[src/include/current_loop_settings.svh]
`ifndef CURRENT_LOOP_SETTINGS_SVH
`define CURRENT_LOOP_SETTINGS_SVH

// sample and controller output width
`define CL_DATA_WIDTH 16

// kp / ki width, signed fixed point
`define CL_GAIN_WIDTH 16

// fractional bits of the gains
`define CL_SCALE 16

// number of time-shared channels (d and q)
`define CL_CHANNELS 2

// output magnitude limit, integer units
`define CL_DATA_LIMIT 100

// carrier length in clock cycles
// keep CL_DATA_LIMIT below half of this so duty never clips
`define CL_PWM_PERIOD 256

`endif

[src/source/current_loop_pkg.sv]
`include "current_loop_settings.svh"

package current_loop_pkg;

    // one sample or one controller output
    typedef logic signed [`CL_DATA_WIDTH-1:0] sample_t;

    typedef logic signed [`CL_GAIN_WIDTH-1:0] gain_t;

    // product and accumulator width
    typedef logic signed [`CL_GAIN_WIDTH+`CL_DATA_WIDTH-1:0] acc_t;

    // channel 0 in the lowest slice
    typedef logic [`CL_CHANNELS*`CL_DATA_WIDTH-1:0] channel_bus_t;

    // one extra bit over the period
    typedef logic [$clog2(`CL_PWM_PERIOD):0] carrier_t;

    // per-channel controller phases
    typedef enum logic [2:0] {
        IDLE,
        LOAD,
        INTEG,
        PROP,
        SUM,
        STORE
    } pi_phase_t;

endpackage

[src/source/current_loop.sv]
`timescale 1ns/1ps
`include "current_loop_settings.svh"

module current_loop (
    input  logic                          clk,
    input  logic                          reset,
    input  current_loop_pkg::gain_t       kp,
    input  current_loop_pkg::gain_t       ki,
    input  current_loop_pkg::channel_bus_t ref_data,
    input  logic                          ref_valid,
    input  current_loop_pkg::channel_bus_t meas_data,
    input  logic                          meas_valid,
    output current_loop_pkg::channel_bus_t ctrl_data,
    output logic                          ctrl_valid,
    output logic [`CL_CHANNELS-1:0]       pwm_out
);

    logic trigger;  // one pulse per carrier wrap

    pi_controller #(
        .CHANNELS(`CL_CHANNELS)
    ) u_pi (
        .clk(clk),
        .reset(reset),
        .trigger(trigger),
        .kp(kp),
        .ki(ki),
        .ref_data(ref_data),
        .meas_data(meas_data),
        .ref_valid(ref_valid),
        .meas_valid(meas_valid),
        .ctrl_data(ctrl_data),
        .ctrl_valid(ctrl_valid)
    );

    // new duty lands one carrier period after the trigger
    pwm_modulator u_pwm (
        .clk(clk),
        .reset(reset),
        .ctrl_data(ctrl_data),
        .ctrl_valid(ctrl_valid),
        .trigger(trigger),
        .pwm_out(pwm_out)
    );

endmodule

[src/source/pi_controller.sv]
`timescale 1ns/1ps
`include "current_loop_settings.svh"

module pi_controller #(
    parameter int CHANNELS = `CL_CHANNELS
) (
    input  logic                          clk,
    input  logic                          reset,
    input  logic                          trigger,
    input  current_loop_pkg::gain_t       kp,
    input  current_loop_pkg::gain_t       ki,
    input  current_loop_pkg::channel_bus_t ref_data,
    input  current_loop_pkg::channel_bus_t meas_data,
    input  logic                          ref_valid,
    input  logic                          meas_valid,
    output current_loop_pkg::channel_bus_t ctrl_data,
    output logic                          ctrl_valid
);
    import current_loop_pkg::*;

    localparam int SCALE = `CL_SCALE;
    localparam int DATA_WIDTH = $bits(sample_t);
    localparam int CHAN_W = (CHANNELS > 1) ? $clog2(CHANNELS) : 1;

    // clamp bounds in accumulator scale
    localparam acc_t ACC_MAX = acc_t'(`CL_DATA_LIMIT) <<< SCALE;
    localparam acc_t ACC_MIN = -ACC_MAX;

    // latched inputs
    sample_t ref_q [CHANNELS];
    sample_t meas_q [CHANNELS];
    logic ref_seen;
    logic meas_seen;

    // sequencer
    pi_phase_t phase;
    logic [CHAN_W-1:0] chan;
    logic last_chan;

    // datapath
    sample_t err;
    sample_t err_diff;
    sample_t mul_a;
    gain_t mul_b;
    acc_t product;
    acc_t acc;
    acc_t acc_sat;

    // per-channel history
    sample_t err_hist [CHANNELS];
    acc_t u_hist [CHANNELS];

    assign last_chan = (chan == CHAN_W'(CHANNELS - 1));

    always_ff @(posedge clk) begin
        if (ref_valid) begin
            for (int i = 0; i < CHANNELS; i++) begin
                ref_q[i] <= ref_data[i*DATA_WIDTH +: DATA_WIDTH];
            end
        end
        if (meas_valid) begin
            for (int i = 0; i < CHANNELS; i++) begin
                meas_q[i] <= meas_data[i*DATA_WIDTH +: DATA_WIDTH];
            end
        end
    end

    // sticky arrival flags, cleared only by reset
    always_ff @(posedge clk or posedge reset) begin
        if (reset) begin
            ref_seen <= 1'b0;
            meas_seen <= 1'b0;
        end else begin
            if (ref_valid)
                ref_seen <= 1'b1;
            if (meas_valid)
                meas_seen <= 1'b1;
        end
    end

    always_ff @(posedge clk or posedge reset) begin
        if (reset) begin
            phase <= IDLE;
            chan <= '0;
            ctrl_valid <= 1'b0;
        end else begin
            ctrl_valid <= 1'b0;
            case (phase)
                IDLE: begin
                    // triggers before both vectors arrive are dropped
                    if (trigger && ref_seen && meas_seen) begin
                        phase <= LOAD;
                        chan <= '0;
                    end
                end
                LOAD:  phase <= INTEG;
                INTEG: phase <= PROP;
                PROP:  phase <= SUM;
                SUM:   phase <= STORE;
                STORE: begin
                    if (last_chan) begin
                        phase <= IDLE;
                        chan <= '0;
                        ctrl_valid <= 1'b1;
                    end else begin
                        phase <= LOAD;
                        chan <= chan + 1'b1;
                    end
                end
                default: phase <= IDLE;
            endcase
        end
    end

    // single multiplier shared by both terms
    assign product = mul_a * mul_b;

    always_comb begin
        if (acc > ACC_MAX)
            acc_sat = ACC_MAX;
        else if (acc < ACC_MIN)
            acc_sat = ACC_MIN;
        else
            acc_sat = acc;
    end

    always_ff @(posedge clk) begin
        case (phase)
            LOAD: err <= ref_q[chan] - meas_q[chan];
            INTEG: begin
                mul_a <= err;
                mul_b <= ki;
                err_diff <= err - err_hist[chan];
                acc <= u_hist[chan];    // previous clamped output
            end
            PROP: begin
                mul_a <= err_diff;
                mul_b <= kp;
                acc <= acc + product;   // ki * e
            end
            SUM: acc <= acc + product;  // kp * (e - e_prev)
            default: ;
        endcase
    end

    always_ff @(posedge clk or posedge reset) begin
        if (reset) begin
            for (int i = 0; i < CHANNELS; i++) begin
                err_hist[i] <= '0;
                u_hist[i] <= '0;
            end
            ctrl_data <= '0;
        end else begin
            if (phase == INTEG)
                err_hist[chan] <= err;
            if (phase == STORE) begin
                u_hist[chan] <= acc_sat;
                ctrl_data[chan*DATA_WIDTH +: DATA_WIDTH] <= acc_sat[SCALE +: DATA_WIDTH];
            end
        end
    end

endmodule

[src/source/pwm_modulator.sv]
`timescale 1ns/1ps
`include "current_loop_settings.svh"

module pwm_modulator (
    input  logic                          clk,
    input  logic                          reset,
    input  current_loop_pkg::channel_bus_t ctrl_data,
    input  logic                          ctrl_valid,
    output logic                          trigger,
    output logic [`CL_CHANNELS-1:0]       pwm_out
);
    import current_loop_pkg::*;

    localparam int CHANNELS = `CL_CHANNELS;
    localparam int PERIOD = `CL_PWM_PERIOD;
    localparam int DATA_WIDTH = $bits(sample_t);
    localparam carrier_t HALF = carrier_t'(PERIOD / 2);
    localparam carrier_t LAST = carrier_t'(PERIOD - 1);

    carrier_t carrier;
    carrier_t carrier_nxt;
    logic wrap;

    carrier_t new_cmp [CHANNELS];
    carrier_t pending [CHANNELS];
    carrier_t active [CHANNELS];
    carrier_t active_nxt [CHANNELS];

    assign wrap = (carrier == LAST);
    assign carrier_nxt = wrap ? '0 : carrier + 1'b1;

    // controller output centred on half period
    always_comb begin
        for (int i = 0; i < CHANNELS; i++) begin
            new_cmp[i] = carrier_t'(sample_t'(ctrl_data[i*DATA_WIDTH +: DATA_WIDTH])
                                    + sample_t'(HALF));
        end
    end

    always_comb begin
        for (int i = 0; i < CHANNELS; i++) begin
            active_nxt[i] = wrap ? pending[i] : active[i];
        end
    end

    always_ff @(posedge clk or posedge reset) begin
        if (reset) begin
            carrier <= '0;
            trigger <= 1'b0;
        end else begin
            carrier <= carrier_nxt;
            trigger <= wrap;    // high while carrier is zero
        end
    end

    always_ff @(posedge clk or posedge reset) begin
        if (reset) begin
            for (int i = 0; i < CHANNELS; i++) begin
                pending[i] <= HALF;
                active[i] <= HALF;
            end
        end else begin
            for (int i = 0; i < CHANNELS; i++) begin
                if (ctrl_valid)
                    pending[i] <= new_cmp[i];
                active[i] <= active_nxt[i];
            end
        end
    end

    // compared one step ahead so the output lines up with carrier
    always_ff @(posedge clk or posedge reset) begin
        if (reset) begin
            pwm_out <= '0;
        end else begin
            for (int i = 0; i < CHANNELS; i++) begin
                pwm_out[i] <= (carrier_nxt < active_nxt[i]);
            end
        end
    end

endmodule
[config.mk]
export PLATFORM = sky130hd
export DESIGN_NAME = current_loop
export DESIGN_NICKNAME = d
export VERILOG_FILES = /design/src/source/current_loop_pkg.sv /design/src/source/current_loop.sv /design/src/source/pi_controller.sv /design/src/source/pwm_modulator.sv
export VERILOG_INCLUDE_DIRS = /design/src /design/src/include
export SDC_FILE = /design/constraint.sdc
export NUM_CORES = 1
export LEC_CHECK = 0
export BUFFER_PORTS_ARGS = -buffer_cell sky130_fd_sc_hd__clkbuf_2
export CORE_AREA = 2 2 258 260
export CTS_BUF_LIST = sky130_fd_sc_hd__clkbuf_16
export DETAILED_ROUTE_END_ITERATION = 6
export DIE_AREA = 0 0 260 262
export HOLD_SLACK_MARGIN = 0.15
export SYNTH_ARGS = -nofsm -noshare
export SYNTH_HDL_FRONTEND = slang
export SYNTH_SLANG_ARGS = --single-unit
[constraint.sdc]
create_clock -name clk -period 12.1 [get_ports clk]
set_clock_uncertainty 0.1 [all_clocks]
set_input_delay 0.605 -clock clk [delete_from_list [all_inputs] [get_ports clk]]
set_output_delay 0.605 -clock clk [all_outputs]
set_load 0.02 [all_outputs]
==> metrics.md <==
| Metric | Value |
|---|---|
| Outcome | completed |
| Initial antenna violation count | 0 |
| Post-placement cell count | 3,255 |
| Final Hold Vio Count | 0 |
| Clk sink count | about 340 |
| Final worst path period share | 0.603 |
| WP data arrival | approximately 7.5 ns |
| # fillers | approximately 6,100 |
| Synth area leader | fa_1 |
| Final Wtd Congestion | 0.820 |
| Syn nets | between 2,000 and 3,000 |
| Hold/Removal Path Class | input pin to async pin |
| Clk Latency, worst-skew pair | slightly below 0.6 ns |
| Fmax | between 100 and 150 MHz |
| Simple-gate share of the synthesized area | 0.104 |
| Routed vias | roughly 17,000 |
| Power density cells | just under 90 nW/um2 |
| Full die area | slightly below 70,000 um2 |
| Number of diodes | 0 |
| Post-DRT Antenna Nets | 0 |
| Rel. slew slack | 0.220 |
| Syn Area/Cell | approximately 11 um2 |
| Number of synthesized register bits | between 300 and 400 |
| H-tree levels | 2 |
| EDFF count, synth | between 150 and 200 |
| Multiplexer share of the synthesized area | 0.0678 |
| Seq/Total Area, Yosys | 0.363 |
| Post-Synth Adder-Cell Area | 0.298 |
| Crit-path cells | nand2_1, inv_1, fa_1, inv_1, fa_1, inv_1, fa_1, fa_1, fa_1, inv_1, fa_1, inv_1, ha_1, a21o_1, a21o_1, a21oi_1, o21bai_1, a22oi_1, or3b_2, a21oi_1, xor2_1, o21ai_0 |
| Core Region | 65,300 um2 |
| Crit-path slowest cell | edfxtp_1 |
| Crit end category | flip-flop |
| Chip width | about 260 um |
| Aggregate negative setup slack | 0 ns |
| # nets final | between 3,000 and 4,000 |
| Clock slew seen by the registers of the worst setup and hold paths | 0.06 ns |
| Post-synthesis compound-gate area fraction | 0.0736 |
| Min Tclk post-route | 7.29 ns |
| Num CTS Buffers | a little over 40 |
| Startpoint Class | flip-flop |
| WHS | ~0.13 ns |
| Fraction of layout cells with a size suffix above 1 | 0.132 |
| Initial Util | 0.397 |
| Ys async rst share | 0.534 |
| Max rail drop VDD | 0.113 mV |
| Cell Rows | 94 |
| DRT iter0 DRCs | 890 |
| Area grow syn2layout | 13.4% |
| Finish-stage setup viols | 0 |
| Leak Pwr | around 14 nW |
| IO buf count | between 100 and 150 |
| Drt drc | 0 |
| Ys flop type | dfrtp_1 |
| First-pass GRT wire length | a little under 100,000 um |
| Post-CTS setup repair buffer count | 0 |
| Worst-path maximum fanout | 16 |
| DRT Pass-1 Iters | 7 |
| Top post-synthesis cells by area | fa_1, edfxtp_1, dfrtp_1 |
| Synth Area in XOR/XNOR | 0.0240 |
| Final wirelength | around 58,000 um |
| Via density | between 4 and 5 |
| Largest net degree at the start of global routing | a little over 100 |
| Synth Warn # | 0 |
| Post-Syn Area | between 20,000 and 30,000 um2 |
| Top-count cell post-synth | inv_1 |
| Slowest Stage Delay on Critical Path | 0.67 ns |
| Largest family of logic cells by synthesized area | adder cells |
| Top cell type's share of synthesized area | 0.227 |
| Cell Count, Final, Fillers Out | 3,395 |
| Synth top cells by count | inv_1, fa_1, nand2_1 |
| Final Max Tran Viols | 0 |
| I/O Pins | 135 |
| CTS tree | yes |
| CP Class | flip-flop to flip-flop |
| Maxcap violations | 0 |
| Vias in the first global route | roughly 18,000 |
| Overall fraction of global-route tracks in use | 0.180 |
| Die H | 262 um |
| Cells after Synth | ~2,300 |
| CP dominant cell by count | fa_1 |
| Synth unique cells | 60 |
| Slew @ Worst Pin | ~1.2 ns |
| Gr ovfl total | 0 |
| Wire per inst | about 17 um |
| Worst endpoint required time | 12.30 ns |
| Post-DP HPWL | ~44,000 um |
| Root buffer selected by CTS | clkbuf_16 |
| CTS max path bufs | 3 |
| RSZ-0062 raised after global routing | false |
==> flip-flops by register name, indices dropped and copies added, names as in the netlist <==
name and cells:
u_pi.acc 32, u_pi.chan 1, u_pi.ctrl_data 32, u_pi.ctrl_valid 1, u_pi.err 16, u_pi.err_diff 16
u_pi.err_hist 32, u_pi.meas_q 32, u_pi.meas_seen 1, u_pi.mul_a 16, u_pi.mul_b 16, u_pi.phase 3
u_pi.ref_q 32, u_pi.ref_seen 1, u_pi.u_hist 64, u_pwm.active 18, u_pwm.carrier 9, u_pwm.pending 18
u_pwm.pwm_out 2, u_pwm.trigger 1
==> power by group <==
group	total, mW	internal, mW	leakage (nW)	switching, mW
Sequential	1.25	1.24	3.94	0.00434
Clock	1.23	0.705	0.683	0.527
Combinational	0.114	0.0560	9.43	0.0576
Total	2.59	2.00	14.0	0.589
==> metrics by stage <==
step                      setup slack [ns]  power, mW  utilization  instance area, um2
after floorplan                       5.37       1.33            -               25900
after global placement                4.95       1.37        0.419               27400
after detailed placement              4.80       1.37        0.419               27400
after CTS                             4.78       2.63        0.450               29400
after global routing                  4.33       2.68        0.450               29400
final                                 4.81       2.59        0.450               29400
==> cell families after synthesis <==
group	count (synthesis)
AND/OR/NAND/NOR	554
AO/OA/AOI/OAI	296
adder cells (fa/ha/maj)	440
flip-flops	343
buffers and inverters	471
XOR/XNOR	71
multiplexers	163
==> routing by layer <==
layer / vias to the layer above / global-route usage / wire, um
met5: - / 0 / 0
met4: 0 / 0.0405 / 959
met3: 77 / 0.0241 / 2460
met2: 349 / 0.297 / 27600
met1: 8437 / 0.252 / 27000
li1: 7908 / - / -
==> cell type report <==
| type | count | area [um2] | share of cell area |
|---|---|---|---|
| multi-input combinational | 1524 | 14700 | 0.501 |
| sequential | 343 | 9390 | 0.320 |
| tap | 864 | 1080 | 0.0368 |
| clock buffer | 42 | 1050 | 0.0358 |
| clock inverter | 34 | 300 | 0.0102 |
| inverter | 378 | 1420 | 0.0485 |
| timing repair buffer | 210 | 1400 | 0.0477 |
==> worst paths after layout <==
path	cells past startpoint	endpoint	from	slack, ns
setup / recovery	22	u_pi.acc[28]	u_pi.mul_b[1]	4.81
hold / removal	2	u_pwm.pending[10]	reset	0.13
setup reg to reg	22	u_pi.acc[28]	u_pi.mul_b[1]	4.81
hold reg to reg	1	u_pi.u_hist[61]	u_pi.u_hist[61]	0.37
max in group asynchronous	3	u_pi.u_hist[29]	reset	10.19
min in group clk	2	u_pi.mul_b[15]	kp[15]	0.23
==> layout by cell type (no fill, tap or decap), types with 42 or more instances in the layout <==
master and instances:
clkbuf_2 134, a21o_1 59, mux2_2 100, clkbuf_16 42, mux2i_1 63, xnor2_1 49, dlygate4sd3_1 64, dfrtp_1 178
ha_1 146, nor2_1 93, inv_1 380, and2_1 128, edfxtp_1 160, o21ai_0 85, a21oi_1 58, nand2_1 213
fa_1 294
==> worst max-delay path, delay by kind of cell, from the launching register on <==
family                   cells  cell delay (ns)
adder cells (fa/ha/maj)      7             3.31
XOR/XNOR                     1             0.18
AO/OA/AOI/OAI                7             1.21
flip-flops                   1             0.67
AND/OR/NAND/NOR              2             0.69
buffers and inverters        5             0.83
==> timing repair <==
item | in CTS | in global routing
hold buffers | 64 | 0
hold endpoints to repair | 64 | 0
resized for setup | 0 | 0
Power figures use the tool's default switching activity.
